`src/rtl/req_ack_slot.sv`:
```
// one-entry buffer between two four-phase req/ack links, instantiated once per payload type
`timescale 1ns/1ps

module req_ack_slot #(
  parameter type T = logic
) (
  input  logic i_clk,
  input  logic i_arst_n,
  // receive side
  input  logic i_req,
  output logic o_ack,
  input  T     i_data,
  // send side
  output logic o_req,
  input  logic i_ack,
  output T     o_data
);

  typedef enum logic [1:0] {
    SND_EMPTY,
    SND_ARM,
    SND_REQ,
    SND_REL
  } snd_e;

  snd_e snd_q;
  logic ack_q;
  logic capture;
  T     data_q;

  // take a new item only once the previous one is fully handed off
  assign capture = i_req && !ack_q && (snd_q == SND_EMPTY);

  always_ff @(posedge i_clk or negedge i_arst_n) begin
    if (!i_arst_n) begin
      ack_q <= 1'b0;
    end else if (capture) begin
      ack_q <= 1'b1;
    end else if (!i_req) begin
      ack_q <= 1'b0;  // req fell
    end
  end

  always_ff @(posedge i_clk or negedge i_arst_n) begin
    if (!i_arst_n) begin
      snd_q <= SND_EMPTY;
    end else begin
      case (snd_q)
        SND_EMPTY: if (capture) snd_q <= SND_ARM;
        SND_ARM:   snd_q <= SND_REQ;
        SND_REQ:   if (i_ack) snd_q <= SND_REL;
        SND_REL:   if (!i_ack) snd_q <= SND_EMPTY;
        default:   snd_q <= SND_EMPTY;
      endcase
    end
  end

  always_ff @(posedge i_clk) begin
    if (capture) begin
      data_q <= i_data;
    end
  end

  assign o_ack  = ack_q;
  assign o_req  = (snd_q == SND_REQ);
  assign o_data = data_q;

  // upstream keeps data steady until we ack
  a_data_stable: assert property (@(posedge i_clk) disable iff (!i_arst_n)
    (i_req && !o_ack) |=> $stable(i_data));

endmodule

```
`config.mk`:
```
export PLATFORM = sky130hd
export DESIGN_NAME = req_ack_slot
export DESIGN_NICKNAME = d
export VERILOG_FILES = /design/src/rtl/req_ack_slot.sv
export SDC_FILE = /design/constraint.sdc
export NUM_CORES = 1
export LEC_CHECK = 0
export BUFFER_PORTS_ARGS = -buffer_cell sky130_fd_sc_hd__buf_4
export CAP_MARGIN = 20
export CORE_AREA = 2 2 39 41
export CTS_BUF_LIST = sky130_fd_sc_hd__clkbuf_16
export CTS_CLUSTER_SIZE = 12
export DETAILED_ROUTE_END_ITERATION = 10
export DIE_AREA = 0 0 41 43
export HOLD_SLACK_MARGIN = 0.06
export PLACE_DENSITY = 0.41
export SETUP_SLACK_MARGIN = 0.15
export SLEW_MARGIN = 30
export SYNTH_ARGS = -nofsm -noshare
export SYNTH_HDL_FRONTEND = slang
export SYNTH_SLANG_ARGS = --single-unit
export TNS_END_PERCENT = 50
```
`constraint.sdc`:
```
create_clock -name i_clk -period 3.4 [get_ports i_clk]
set_input_delay 0.17 -clock i_clk [delete_from_list [all_inputs] [get_ports i_clk]]
set_output_delay 0.17 -clock i_clk [all_outputs]
set_load 0.05 [all_outputs]
```
=== Word-level counts from Yosys, hierarchy flattened ===
Index checks and enable logic that the tools add are counted.
W data, S select, Z words.

* Output and inout bits: 3
* Word-level logic and storage cells: 21
* Input port bits: 5
* Register bits after elaboration: 4

* Equality and inequality tests: 7
* Reduce and logical (&&, ||, !) cells: 5
* Multiplexer cells: 6

{| class="wikitable"
|+ Operator list
! operator !! number
|-
| $pmux W2 S4 || 1
|-
| $mux W2 || 3
|-
| $eq A2 B2 Y1 const B || 2
|-
| $ne A2 B1 Y1 const B || 2
|-
| $ne A2 B2 Y1 const B || 2
|-
| $reduce_and A3 Y1 || 1
|-
| $eq A2 B1 Y1 const B || 1
|-
| $logic_and A1 B1 Y1 || 2
|-
| $logic_not A2 Y1 || 1
|-
| $mux W1 || 2
|-
| $logic_not A1 Y1 || 1
|}

=== Longest topological paths before layout ===
* Word-level depth: 5
* Depth in mapped cells: 5
* Depth with buffers taken out: 5

=== Worst setup path after synthesis ===
Ideal clock, no wire load.

* Path type: flip-flop to flip-flop
* Start point: reg snd_q[0]
* End point: reg snd_q[1]
* Period minus slack after synthesis: 1.700 ns
* Path slack: 1.700 ns
* Data arrival time: 1.572 ns
* Buffers on the path: 0
* Data required time: 3.272 ns
* Setup time: 0.128 ns
* Stages on the path, launching flop included: 6
* Cells stage by stage: dfrtp_1 inv_1 ha_1 nor2b_1 a221oi_2 mux2_1

* Elaborated cells between the ends (all ways): 10
* Classes of those cells: eq/ne: 6; mux: 1; reduce/logical: 3

{| class="wikitable"
|+ RTL lines
! item !! line !! RTL
|-
| start: declaration || 26 || <nowiki>snd_e snd_q;</nowiki>
|-
| start signal: assignment || 46 || <nowiki>snd_q <= SND_EMPTY;</nowiki>
|-
| start signal: assignment || 49 || <nowiki>SND_EMPTY: if (capture) snd_q <= SND_ARM;</nowiki>
|-
| start signal: assignment || 50 || <nowiki>SND_ARM: snd_q <= SND_REQ;</nowiki>
|-
| $eq A2 B2 Y1 (*) || -- ||
|-
| via o_req || 14 || <nowiki>output logic o_req,</nowiki>
|-
| $ne A2 B1 Y1 (no line) || -- ||
|-
| $reduce_and A3 Y1 (no line) || -- ||
|}

Mark *: on every way through the listed nets, which the timed path passes. The rest lies on a longest branch.
A chain may end at the register's enable or synchronous reset.

=== Worst setup path after layout ===
* Start point: reg snd_q[0]
* End point: reg snd_q[1]

* Word-level cells in the longest chain between the ends: 4
* Elaborated cells between the ends (all ways): 10
* Classes of those cells: eq/ne: 6; mux: 1; reduce/logical: 3

{| class="wikitable"
|+ Ends and longest elaborated chain
! item !! line !! RTL
|-
| $logic_not A2 Y1 || 32, 48 ||
|-
| $logic_and A1 B1 Y1 || 32 || <nowiki>assign capture = i_req && !ack_q && (snd_q == SND_EMPTY);</nowiki>
|-
| $ne A2 B2 Y1 (no line) || -- ||
|-
| $reduce_and A3 Y1 (no line) || -- ||
|}

Parallel ways exist; a longest one is shown, timed or not.

==> results.toml <==
[outcome]
status = "complete, no violations"

[sta]
drv_slew = 0
slew_headroom_pct = 80.4
whs_ns = 0.125
setup_viol_count_final = 0
final.setup.worst_slack_ns = 1.88
rsz0062_at_grt = "false"
max_freq_ghz = 0.659
finalClockSkew_ns = 0.00367
fin_crit_ns = 1.52
max_slew.worst_pin.slew_ns = 0.294
post-route-period-util_pct = 44.7
hold_viol = 0
tns_ns = 0

[floorplan]
ios = 8
die_h_um = 43
die_area_sq_mm = 0.00176
row_count = 14
coreArea_sq_mm = 0.00138
initial_utilization_pct = 16.6
die_w_um = 41

[clock_network]
clockBufferDepth = 2
cts.repair.resized = 0
h-tree-depth = 1
cts_root_buf = "clkbuf_16"
numCtsBuffers = 3
clkTransAtPathRegs_ns = 0.03
clock_sinks = 4
post_cts_buffers = 0
insertion_delay_ns = 0.22
hold_buffers = 1
cts_tree = "done"

[grt]
grt_max_degree = 5
grt_pass1_vias = 170
grt_overflow = 0
track_usage_pct = 6.04
grt_pass1_wl_um = 676
antenna_found_initial = 0

[synthesis]
syn-num-nets = 28
yosysSeqAreaShare_pct = 45.7
synth_warnings = 0
syn-cell-area_sq_um = 230
ys_ff_latch = 4
yosys.area.top_type_share_pct = 32.6
synth_top_area_cell = "dfrtp_1"
synth_cell_types = 11
synth_area_leaders = "dfrtp_1, ha_1, edfxtp_1"
syn-mean-instance-area_sq_um = 12.1
postSynthCellCount = 19

[critical_path]
crit_slowest_cell = "mux2_1"
crit_buf_inv = 1
crit_chain = "inv_1 -> ha_1 -> nor2b_1 -> a221oi_2 -> mux2_1"
cpPeakStageDelay_ns = 0.35
critPathKind = "flip-flop to flip-flop"
cp.required_ns = 3.50
startpoint_type = "flip-flop"
cp_max_fo = 4
cp_data_arrival_time_ns = 1.62
critical_path.top_delay_family = "multiplexers"
critPathCaptureType = "flip-flop"

[routing]
ant_nets = 0
drt_iter0_markers = 1
viasPerCell = 3.53
first_pass_iters = 3
vias = 166
drc = 0
wl_per_cell_um = 8.49
wirelength_um = 399

[placement]
hpwl_um = 328
dpl_cell_area_sq_um = 303
dp.cells = 42
place.gp.congestion = 0.731
portBuffers = 7
dpl_worst_slack_ns = 1.86

[worst_hold_path]
hp-class = "primary input to flip-flop"

[final_layout]
fin_area_sq_um = 392
final_core_util_pct = 28.3
area_delta_synth_final_pct = 70.1
fin_cells = 47
n_antenna_cell = 0
layout-drive-gt1-share_pct = 35.5
nets = 41

[power]
switchingPower_uw = 145
p_sw_share_pct = 33.3
p_leak_nw = 0.196
power.density_mw_per_mm2 = 1110
seqPwrFrac_pct = 19.1
p_comb_share_pct = 38.6
irDropWorstVdd_mv = 0.355
p_int_uw = 290
power.share.clock_pct = 42.3
total_power_uw = 434

[run]
cap_violations = 0
[worst register-to-register path: stages (launching register included)]
cell,delay [ns]
dfrtp_1,0.34
inv_1,0.08
ha_1,0.23
nor2b_1,0.14
a221oi_2,0.25
mux2_1,0.35
[area by class of cell]
cell class / instances / area [sq um]
fill: 146 / 992
multi-input combinational: 12 / 114
sequential: 4 / 105
clock buffer: 3 / 75.1
timing repair buffer: 8 / 62.6
tap: 16 / 20.0
inverter: 3 / 11.3
clock inverter: 1 / 3.75
[per-layer routing]
layer	routed length (um)	GRT usage, %
met2	169	7.81
met4	0	0
met3	60	6.28
met5	0	0
met1	168	7.44
[cell usage after synthesis]
library cell,n
ha_1,4
dfrtp_1,3
inv_1,3
nor2_1,2
a221oi_2,1
edfxtp_1,1
mux2_1,1
mux2i_1,1
nand2b_1,1
nor2b_1,1
o21a_1,1
[sequential cells by signal, summed over array words and instances (netlist names)]
signal,flops
snd_q,2
o_data,1
o_ack,1
[cell families after synthesis]
logic type	share of synthesized area (%)
buffers and inverters	4.89
and+or+nand+nor	8.70
DFF	45.7
AOI/OAI and AO/OA	9.78
adders and majority gates	21.7
muxes	9.24
[power by group through the flow]
stage	clock (mW)	combinational, mW	sequential (mW)
floorplan	0	0.111	0.102
global placement	0	0.170	0.0835
detailed placement	0	0.170	0.0839
CTS	0.187	0.172	0.0836
global route	0.193	0.189	0.0865
finish	0.183	0.168	0.0830
[layout by cell type (no fill, tap or decap), types with 2 or more instances in the layout]
master and n:
clkbuf_16 3, dfrtp_1 3, ha_1 4, buf_4 7, inv_1 4, nor2_1 2
[worst paths after layout]
kind,endpoint,startpoint,cells after the start,slack [ns]
setup reg to reg,snd_q[1]$_DFFE_PN0P_,snd_q[0]$_DFFE_PN0P_,5,1.88
hold reg to reg,o_ack$_DFFE_PN0P_,o_ack$_DFFE_PN0P_,1,0.50
max in group asynchronous,snd_q[0]$_DFFE_PN0P_,i_arst_n,2,3.03
hold / removal,o_data$_DFFE_PP_,i_data,1,0.13
min in group asynchronous,o_ack$_DFFE_PN0P_,i_arst_n,2,0.28
setup / recovery,snd_q[1]$_DFFE_PN0P_,snd_q[0]$_DFFE_PN0P_,5,1.88
(Power assumes the default switching activity.)
