## config.mk

```make
export PLATFORM = sky130hd
export DESIGN_NAME = mem_stage
export DESIGN_NICKNAME = d
export VERILOG_FILES = /design/src/rtl/cpu_cfg_pkg.sv /design/src/rtl/ms_bus_pkg.sv /design/src/rtl/lsu_load.sv /design/src/rtl/lsu_store.sv /design/src/rtl/mem_stage.sv
export SDC_FILE = /design/constraint.sdc
export NUM_CORES = 1
export LEC_CHECK = 0
export BUFFER_PORTS_ARGS = -buffer_cell sky130_fd_sc_hd__buf_2
export CAP_MARGIN = 25
export CORE_AREA = 2 2 223 225
export CTS_BUF_LIST = sky130_fd_sc_hd__clkbuf_16
export DETAILED_ROUTE_END_ITERATION = 6
export DIE_AREA = 0 0 225 227
export HOLD_SLACK_MARGIN = 0.12
export PLACE_DENSITY = 0.65
export SLEW_MARGIN = 20
export SYNTH_ARGS = -nofsm -noshare
export SYNTH_HDL_FRONTEND = slang
export SYNTH_SLANG_ARGS = --single-unit
```

## constraint.sdc

```tcl
create_clock -name i_clk -period 15.8 [get_ports i_clk]
set_input_delay 3.16 -clock i_clk [delete_from_list [all_inputs] [get_ports i_clk]]
set_output_delay 3.16 -clock i_clk [all_outputs]
set_load 0.05 [all_outputs]
```

## src/rtl/cpu_cfg_pkg.sv

```systemverilog
// datapath widths and data SRAM geometry, imported by every RTL file of the memory subsystem
package cpu_cfg_pkg;

  // core datapath
  localparam int WORD_WD     = 64;
  localparam int GPR_ADDR_WD = 5;   // x0..x31
  localparam int CSR_ADDR_WD = 12;

  // data sram, one doubleword per entry
  localparam int SRAM_DATA_WD = 64;
  localparam int SRAM_ADDR_WD = 8;  // 256 doublewords

  // byte lanes per sram word
  localparam int SRAM_STRB_WD = SRAM_DATA_WD / 8;

  // low address bits that pick the byte lane
  localparam int SRAM_OFS_WD = $clog2(SRAM_STRB_WD);

endpackage

```

## src/rtl/ms_bus_pkg.sv

```systemverilog
// load/store op encodings and the es->ms and ms->ws payload structs used by the memory stage
package ms_bus_pkg;

  // funct3 of a memory access
  typedef enum logic [2:0] {
    LB  = 3'b000,
    LH  = 3'b001,
    LW  = 3'b010,
    LD  = 3'b011,
    LBU = 3'b100,
    LHU = 3'b101,
    LWU = 3'b110
  } mem_op_e;

  // stores reuse the size codes of the loads
  localparam mem_op_e SB = LB;
  localparam mem_op_e SH = LH;
  localparam mem_op_e SW = LW;
  localparam mem_op_e SD = LD;

  typedef struct packed {
    logic [cpu_cfg_pkg::GPR_ADDR_WD-1:0] rd;
    logic                                gpr_wen;
    logic [cpu_cfg_pkg::CSR_ADDR_WD-1:0] csr;
    logic                                csr_wen;
    logic                                mem_ren;
    logic                                mem_wen;
    mem_op_e                             mem_op;
    logic                                csr_inst_sel;  // write csrrdata to gpr
    logic [cpu_cfg_pkg::WORD_WD-1:0]     csrrdata;
    logic [cpu_cfg_pkg::WORD_WD-1:0]     alu_result;    // also the mem address
    logic [cpu_cfg_pkg::WORD_WD-1:0]     csr_result;
    logic [cpu_cfg_pkg::WORD_WD-1:0]     store_data;
  } es_to_ms_t;

  typedef struct packed {
    logic                                gpr_wen;
    logic [cpu_cfg_pkg::GPR_ADDR_WD-1:0] rd;
    logic [cpu_cfg_pkg::WORD_WD-1:0]     gpr_result;
    logic                                csr_wen;
    logic [cpu_cfg_pkg::CSR_ADDR_WD-1:0] csr;
    logic [cpu_cfg_pkg::WORD_WD-1:0]     csr_result;
  } ms_to_ws_t;

endpackage

```

## src/rtl/lsu_load.sv

```systemverilog
// load data path of the memory stage: picks the byte lane and extends the loaded value
`timescale 1ns/1ps

module lsu_load (
  input  logic [cpu_cfg_pkg::WORD_WD-1:0]      i_addr,
  input  logic [cpu_cfg_pkg::SRAM_DATA_WD-1:0] i_data_sram_rdata,
  input  ms_bus_pkg::mem_op_e                  i_mem_op,
  output logic [cpu_cfg_pkg::WORD_WD-1:0]      o_rdata
);

  import cpu_cfg_pkg::*;
  import ms_bus_pkg::*;

  logic [SRAM_OFS_WD-1:0]  ofs;
  logic [SRAM_DATA_WD-1:0] lane;

  assign ofs  = i_addr[SRAM_OFS_WD-1:0];
  assign lane = i_data_sram_rdata >> {ofs, 3'b000};  // addressed byte to bit 0

  always_comb begin
    case (i_mem_op)
      LB: begin
        o_rdata = {{(WORD_WD-8){lane[7]}}, lane[7:0]};
      end
      LH: begin
        o_rdata = {{(WORD_WD-16){lane[15]}}, lane[15:0]};
      end
      LW: begin
        o_rdata = {{(WORD_WD-32){lane[31]}}, lane[31:0]};
      end
      LBU: begin
        o_rdata = {{(WORD_WD-8){1'b0}}, lane[7:0]};
      end
      LHU: begin
        o_rdata = {{(WORD_WD-16){1'b0}}, lane[15:0]};
      end
      LWU: begin
        o_rdata = {{(WORD_WD-32){1'b0}}, lane[31:0]};
      end
      LD: begin
        o_rdata = lane[WORD_WD-1:0];
      end
      default: begin
        o_rdata = lane[WORD_WD-1:0];  // 3'b111 is not a load
      end
    endcase
  end

endmodule

```

## src/rtl/lsu_store.sv

```systemverilog
// store data path of the memory stage: byte strobes and lane-shifted write data for the SRAM
`timescale 1ns/1ps

module lsu_store (
  input  logic [cpu_cfg_pkg::WORD_WD-1:0]      i_addr,
  input  logic [cpu_cfg_pkg::WORD_WD-1:0]      i_store_data,
  input  ms_bus_pkg::mem_op_e                  i_mem_op,
  output logic [cpu_cfg_pkg::SRAM_STRB_WD-1:0] o_wstrb,
  output logic [cpu_cfg_pkg::SRAM_DATA_WD-1:0] o_wdata
);

  import cpu_cfg_pkg::*;
  import ms_bus_pkg::*;

  logic [SRAM_OFS_WD-1:0]  ofs;
  logic [SRAM_STRB_WD-1:0] size_strb;

  assign ofs = i_addr[SRAM_OFS_WD-1:0];

  // strobe for the access size at lane 0
  always_comb begin
    case (i_mem_op)
      SB: begin
        size_strb = 8'h01;
      end
      SH: begin
        size_strb = 8'h03;
      end
      SW: begin
        size_strb = 8'h0f;
      end
      SD: begin
        size_strb = 8'hff;
      end
      default: begin
        size_strb = 8'h00;  // no bytes for non-store codes
      end
    endcase
  end

  assign o_wstrb = size_strb << ofs;

  // bytes outside the strobe are don't care
  assign o_wdata = SRAM_DATA_WD'(i_store_data) << {ofs, 3'b000};

endmodule

```

## src/rtl/mem_stage.sv

```systemverilog
// memory access stage: runs the load or store on the data SRAM and builds the writeback payload
`timescale 1ns/1ps

module mem_stage (
  input  logic                                 i_clk,
  input  logic                                 i_arst_n,
  // from es slot
  input  logic                                 i_in_req,
  output logic                                 o_in_ack,
  input  ms_bus_pkg::es_to_ms_t                i_in_data,
  // to ws slot
  output logic                                 o_out_req,
  input  logic                                 i_out_ack,
  output ms_bus_pkg::ms_to_ws_t                o_out_data,
  // data sram
  output logic                                 o_sram_en,
  output logic                                 o_sram_wen,
  output logic [cpu_cfg_pkg::SRAM_ADDR_WD-1:0] o_sram_addr,
  output logic [cpu_cfg_pkg::SRAM_STRB_WD-1:0] o_sram_wstrb,
  output logic [cpu_cfg_pkg::SRAM_DATA_WD-1:0] o_sram_wdata,
  input  logic [cpu_cfg_pkg::SRAM_DATA_WD-1:0] i_sram_rdata
);

  import cpu_cfg_pkg::*;
  import ms_bus_pkg::*;

  typedef enum logic [2:0] {
    ST_IDLE,
    ST_ACCESS,
    ST_WAIT_RD,
    ST_SEND,
    ST_RELEASE
  } state_e;

  state_e             state_q;
  logic               in_ack_q;
  logic               capture;
  es_to_ms_t          ms_q;
  logic [WORD_WD-1:0] memrdata;
  logic [WORD_WD-1:0] ld_data_q;
  logic [WORD_WD-1:0] gpr_result;
  logic               misalign;

  assign capture = (state_q == ST_IDLE) && i_in_req && !in_ack_q;

  // input handshake runs on its own once the item is taken
  always_ff @(posedge i_clk or negedge i_arst_n) begin
    if (!i_arst_n) begin
      in_ack_q <= 1'b0;
    end else if (capture) begin
      in_ack_q <= 1'b1;
    end else if (!i_in_req) begin
      in_ack_q <= 1'b0;
    end
  end

  always_ff @(posedge i_clk or negedge i_arst_n) begin
    if (!i_arst_n) begin
      state_q <= ST_IDLE;
    end else begin
      case (state_q)
        ST_IDLE:    if (capture) state_q <= ST_ACCESS;
        ST_ACCESS:  state_q <= ms_q.mem_ren ? ST_WAIT_RD : ST_SEND;
        ST_WAIT_RD: state_q <= ST_SEND;  // sram latency
        ST_SEND:    if (i_out_ack) state_q <= ST_RELEASE;
        ST_RELEASE: if (!i_out_ack) state_q <= ST_IDLE;
        default:    state_q <= ST_IDLE;
      endcase
    end
  end

  always_ff @(posedge i_clk) begin
    if (capture) begin
      ms_q <= i_in_data;
    end
    if (state_q == ST_WAIT_RD) begin
      ld_data_q <= memrdata;
    end
  end

  // sram access issued from the captured instruction
  assign o_sram_en   = (state_q == ST_ACCESS) && (ms_q.mem_ren || ms_q.mem_wen);
  assign o_sram_wen  = (state_q == ST_ACCESS) && ms_q.mem_wen;
  assign o_sram_addr = ms_q.alu_result[SRAM_OFS_WD +: SRAM_ADDR_WD];  // doubleword index

  lsu_store u_lsu_store (
    .i_addr       (ms_q.alu_result),
    .i_store_data (ms_q.store_data),
    .i_mem_op     (ms_q.mem_op),
    .o_wstrb      (o_sram_wstrb),
    .o_wdata      (o_sram_wdata)
  );

  lsu_load u_lsu_load (
    .i_addr            (ms_q.alu_result),
    .i_data_sram_rdata (i_sram_rdata),
    .i_mem_op          (ms_q.mem_op),
    .o_rdata           (memrdata)
  );

  assign gpr_result = ms_q.mem_ren
                    ? ld_data_q
                    : (ms_q.csr_inst_sel ? ms_q.csrrdata : ms_q.alu_result);

  always_comb begin
    o_out_data.gpr_wen    = ms_q.gpr_wen;
    o_out_data.rd         = ms_q.rd;
    o_out_data.gpr_result = gpr_result;
    o_out_data.csr_wen    = ms_q.csr_wen;
    o_out_data.csr        = ms_q.csr;
    o_out_data.csr_result = ms_q.csr_result;  // unchanged
  end

  assign o_in_ack  = in_ack_q;
  assign o_out_req = (state_q == ST_SEND);

  // natural alignment by access size
  always_comb begin
    case (ms_q.mem_op[1:0])
      2'b00:   misalign = 1'b0;
      2'b01:   misalign = ms_q.alu_result[0];
      2'b10:   misalign = |ms_q.alu_result[1:0];
      default: misalign = |ms_q.alu_result[2:0];
    endcase
  end

  a_ren_wen_excl: assert property (@(posedge i_clk) disable iff (!i_arst_n)
    (state_q != ST_IDLE) |-> !(ms_q.mem_ren && ms_q.mem_wen));

  // misaligned accesses have no trap path
  a_aligned: assert property (@(posedge i_clk) disable iff (!i_arst_n)
    o_sram_en |-> !misalign);

endmodule

```

Word-level counts from Yosys, hierarchy flattened:

Index checks and enable logic that the tools add are counted.

* eq/ne operators: 14
* shift operators: 3
* muxes and demuxes: 11
* reduce and logical (&&, ||, !) cells: 9

Operators with widths (count)
* $pmux W64 S6: 1
* $mux W64: 2
* $shl A64 B6 Y64: 1
* $shr A64 B6 Y64: 1
* $pmux W8 S4: 1
* $pmux W3 S5: 1
* $eq A3 B2 Y1 const B: 4
* $eq A3 B3 Y1 const B: 4
* $mux W3: 3
* $shl A8 B3 Y8: 1
* $eq A3 B1 Y1 const B: 2
* $logic_not A3 Y1: 2
* $logic_and A1 B1 Y1: 4
* $ne A2 B1 Y1 const B: 2
* $ne A2 B2 Y1 const B: 2
* $mux W1: 3
* $reduce_and A3 Y1: 1
* $logic_not A1 Y1: 1
* $logic_or A1 B1 Y1: 1

* register bits after elaboration: 349
* input port bits: 349
* logic and storage cells: 52

Depth between registers and ports, before layout:

* word-level depth: 5
* gate-level depth with buffers: 8
* gate-level depth less buffers: 4

By module:

From an unflattened synthesis, not the netlist that was laid out.

* cell total of the unflattened synthesis: 1226
* area total of the unflattened synthesis: 17272.8 µm²

By module, submodules not included
* mem_stage: instances 1, cells each 671, area each 12839.8 µm², seq. area each 10460.0 µm²
* lsu_load: instances 1, cells each 293, area each 2338.5 µm², seq. area each 0.0 µm²
* lsu_store: instances 1, cells each 262, area each 2094.5 µm², seq. area each 0.0 µm²

Worst setup path before layout:

No wires, ideal clock.

* kind: input -> register
* start: input i_in_req
* end: register ms_q[0] in the netlist's numbering (enable)
* arrival time: 15.635 ns
* data required time: 14.837 ns
* path slack: -0.798 ns
* stages on the path: 2
* buffers on the path: 0
* cells stage by stage: nand2b_1 -> nor2b_1

* cells in the longest elaborated chain, start to end: 2

Ends and longest elaborated chain
* from (decl): line mem_stage.sv:8 `input logic i_in_req,`
* $logic_and A1 B1 Y1 (2 in series): line mem_stage.sv:44 `assign capture = (state_q == ST_IDLE) && i_in_req && !in_ack_q;`
* net capture: line mem_stage.sv:37 `logic capture;`
* to (signal assigned): line mem_stage.sv:74 `ms_q <= i_in_data;`
* to (decl): line mem_stage.sv:38 `es_to_ms_t ms_q;`

The timed path passes the listed nets, and every way through them passes these cells.
A chain may end at the register's enable or synchronous reset.

Final worst setup path:

* start: register ms_q[128] in the netlist's numbering
* end: output o_sram_wdata[53] in the netlist's numbering

* cells in the longest elaborated chain, start to end: 1

Ends and longest elaborated chain
* $shl A64 B6 Y64: line lsu_store.sv:44 `assign o_wdata = SRAM_DATA_WD'(i_store_data) << {ofs, 3'b000};`
* to (decl): line mem_stage.sv:20 `output logic [cpu_cfg_pkg::SRAM_DATA_WD-1:0] o_sram_wdata,`

Every way passes these cells.

==> results by group <==
Outcome
  • Status: finished clean

Drt
  • Starting DRT DRC Count: 939
  • Via count: 12.4k
  • Total wire length: 54.3 mm
  • Antenna Nets Post-Route: 0
  • DRT Pass-1 Iters: 5
  • DRC viols: 0
  • Number of vias per cell: 5.13
  • Drt wl/cell: 22.5 um

Setup path
  • Critical-path maximum fanout: 81
  • CP Capture Type: primary output
  • FF-to-FF Start: ms_q[129]
  • Worst endpoint required time: 12640 ps
  • Arrival time of the worst setup path: 3660 ps
  • CP Launch Point: ms_q[128]
  • Worst setup SP type: flip-flop
  • Crit Path Class: flip-flop to primary output

Clock network
  • Clock latency on the worst-skew pair: 570 ps
  • Num CTS Buffers: 40
  • Clk buf depth: 3
  • Post-CTS setup buffer count: 0
  • Clock sinks: 349
  • H-Tree Depth: 2
  • Worst-path clk slew: 60 ps
  • # resized after CTS: 0
  • TritonCTS clock tree: done
  • Post-CTS Hold Buffers: 0
  • Clock root buffer: clkbuf_16

Synth
  • Synth Warn #: 0
  • Post-Syn Nets: 1642
  • Count leader, synth: edfxtp_1
  • Flops & latches, synth: 349
  • Syn Inst Count: 1293
  • Synth Area per Inst: 13.1 um2
  • Leading area contributor after synthesis: edfxtp_1
  • Synth area leaders: edfxtp_1 (61%), mux2i_1 (10%), buf_4 (4.6%), o21ai_0 (3.2%), mux2_2 (2.8%)
  • Post-synth top area share: 61.3%
  • Top_reg_cell synth: edfxtp_1
  • Post-synth top cells: edfxtp_1 (345), mux2i_1 (171), nand2_1 (123), o21ai_0 (108), buf_4 (103)
  • Register area share after synthesis: 61.9%
  • Async SR Flop Fraction: 1.15%
  • Post-Syn Area: 16900 um2
  • Synth unique cells: 50
  • Number of synthesized flops with an enable pin: 345

Timing
  • Final Skew: 24.1 ps
  • Worst-margin pin slew: 991 ps
  • Final Hold Vio Count: 0
  • Min Clock Period, post-route: 6820 ps
  • Final Setup Violations: 0
  • RSZ-0062 raised after global routing: false
  • Setup TNS: 0 ps
  • Final period util: 43.1%
  • Worst Hold Slack: 524 ps
  • Fmax: 147 MHz
  • Final slew viol count: 0
  • Slew HR: 33.9%

Finish
  • Layout cell share with drive strength beyond 1: 40.8%
  • Nets@finish: 2098
  • Final Instance Area: 21000 um2
  • Synthesis-to-layout area growth: 24.3%

Power and ir drop
  • Sw Pwr: 1.23 mW
  • Overall power: 3.31 mW
  • Power per standard cell area: 158 nW/um2
  • Seq pwr share: 39.9%
  • Maximum vdd ir drop: 110 uV
  • Clk pwr share: 29.3%
  • Switching share of power: 37.3%
  • Leakage Power: 8.74 nW
  • Comb pwr share: 30.7%
  • Internal power: 2.08 mW

Floorplanning
  • I/O pin count: 580
  • Die X: 225 um
  • Starting density of the core: 34.8%
  • Core ar.: 48500 um2
  • Die extent in y: 227 um
  • Die ar.: 51100 um2
  • Core Rows: 81

Worst hold path
  • Hold Crit Start: o_in_ack
  • Min-delay worst type: flip-flop to flip-flop

Job
  • Max cap viols: 0

Placed design
  • Post-DP HPWL: 40.7 mm
  • Placed cell areas: 19600 um2
  • # port buffers: 579
  • Routability cong.: 0.908

GRT
  • Grt total ovfl: 0
  • GRT Overall Usage: 20.3%
  • Largest net degree at the start of global routing: 82
  • First-pass GRT wire length: 77.2 mm
  • Antenna violations before repair: 28
  • Vias in the first global route: 12.3k
worst max-delay path, cell delays in order, from the launching register on:
cell and delay (ps):
edfxtp_1 320, buf_4 570, buf_4 760, nor2b_1 450, buf_4 270, o2bb2ai_1 160
nand2_1 70, o21ai_0 130, buf_2 310
metal layers:
layer  GRT usage [%]  vias to the layer above  part of all wire, %
met3            7.06                       99                   10
li1                -                     5713                    -
met4            4.93                       20                  2.0
met2            35.7                      623                   50
met1            23.8                     5940                   38
met5               0                        -                 0.24
through the flow:
step / cells / worst slack, ps / utilization, %
4_1_cts: 2401 / 8950 / 43.2
6_report: 2415 / 8980 / 43.3
3_5_place_dp: 2328 / 9600 / 40.4
5_1_grt: 2406 / 8720 / 43.2
2_1_floorplan: 1293 / 4760 / -
3_3_place_gp: 2328 / 9640 / 40.4
sequential cells by signal (all words and copies together) (netlist names):
name	count
ld_data_q	64
ms_q	190
o_in_ack	1
o_out_data	83
o_sram_addr	8
state_q	3
path summary, 6_finish.rpt:
check,endpoint,slack [ps],depth (start not counted)
setup / recovery,o_sram_wdata[53],8980,8
hold / removal,o_in_ack,520,1
setup reg to reg,ld_data_q[23],11900,6
hold reg to reg,o_in_ack,520,1
max in group asynchronous,state_q[2],13290,1
min in group asynchronous,o_in_ack,2390,1
kinds of logic after synthesis:
logic type             share of synthesized area (%)
flip-flops                                      61.9
multiplexers                                    15.1
AO/OA/AOI/OAI                                   7.93
buffers and inverters                           6.97
AND/OR/NAND/NOR                                 8.15
layout make-up:
cell class                      count  area (um2)
Timing Repair Buffer              602        3080
Sequential cell                   349       10500
Clock buffer                       40        1000
Clock inverter                     33         369
Tap cell                          622         778
Fill cell                        4552       27500
Antenna cell                       13        32.5
Multi-Input combinational cell    753        5280
Inverter                            3        11.3
power groups by stage:
stage / combinational (mW) / sequential, mW / clock (mW)
3_5_place_dp: 1.02 / 1.35 / 0
4_1_cts: 1.02 / 1.33 / 0.994
3_3_place_gp: 1.01 / 1.34 / 0
2_1_floorplan: 0.779 / 1.34 / 0
5_1_grt: 1.07 / 1.34 / 1.02
6_report: 1.02 / 1.32 / 0.971
placed cells by master (no fill, tap or decap), types with 14 or more instances in the layout:
cell type,instances
o22ai_1,20
nand4_1,22
o21ai_0,108
mux2_2,42
mux2i_1,171
buf_4,22
clkbuf_16,40
nor2_1,72
nand2_1,123
buf_2,579
mux4_2,16
a21oi_1,46
nand3_1,14
edfxtp_1,345
Power figures use the tool's default switching activity.
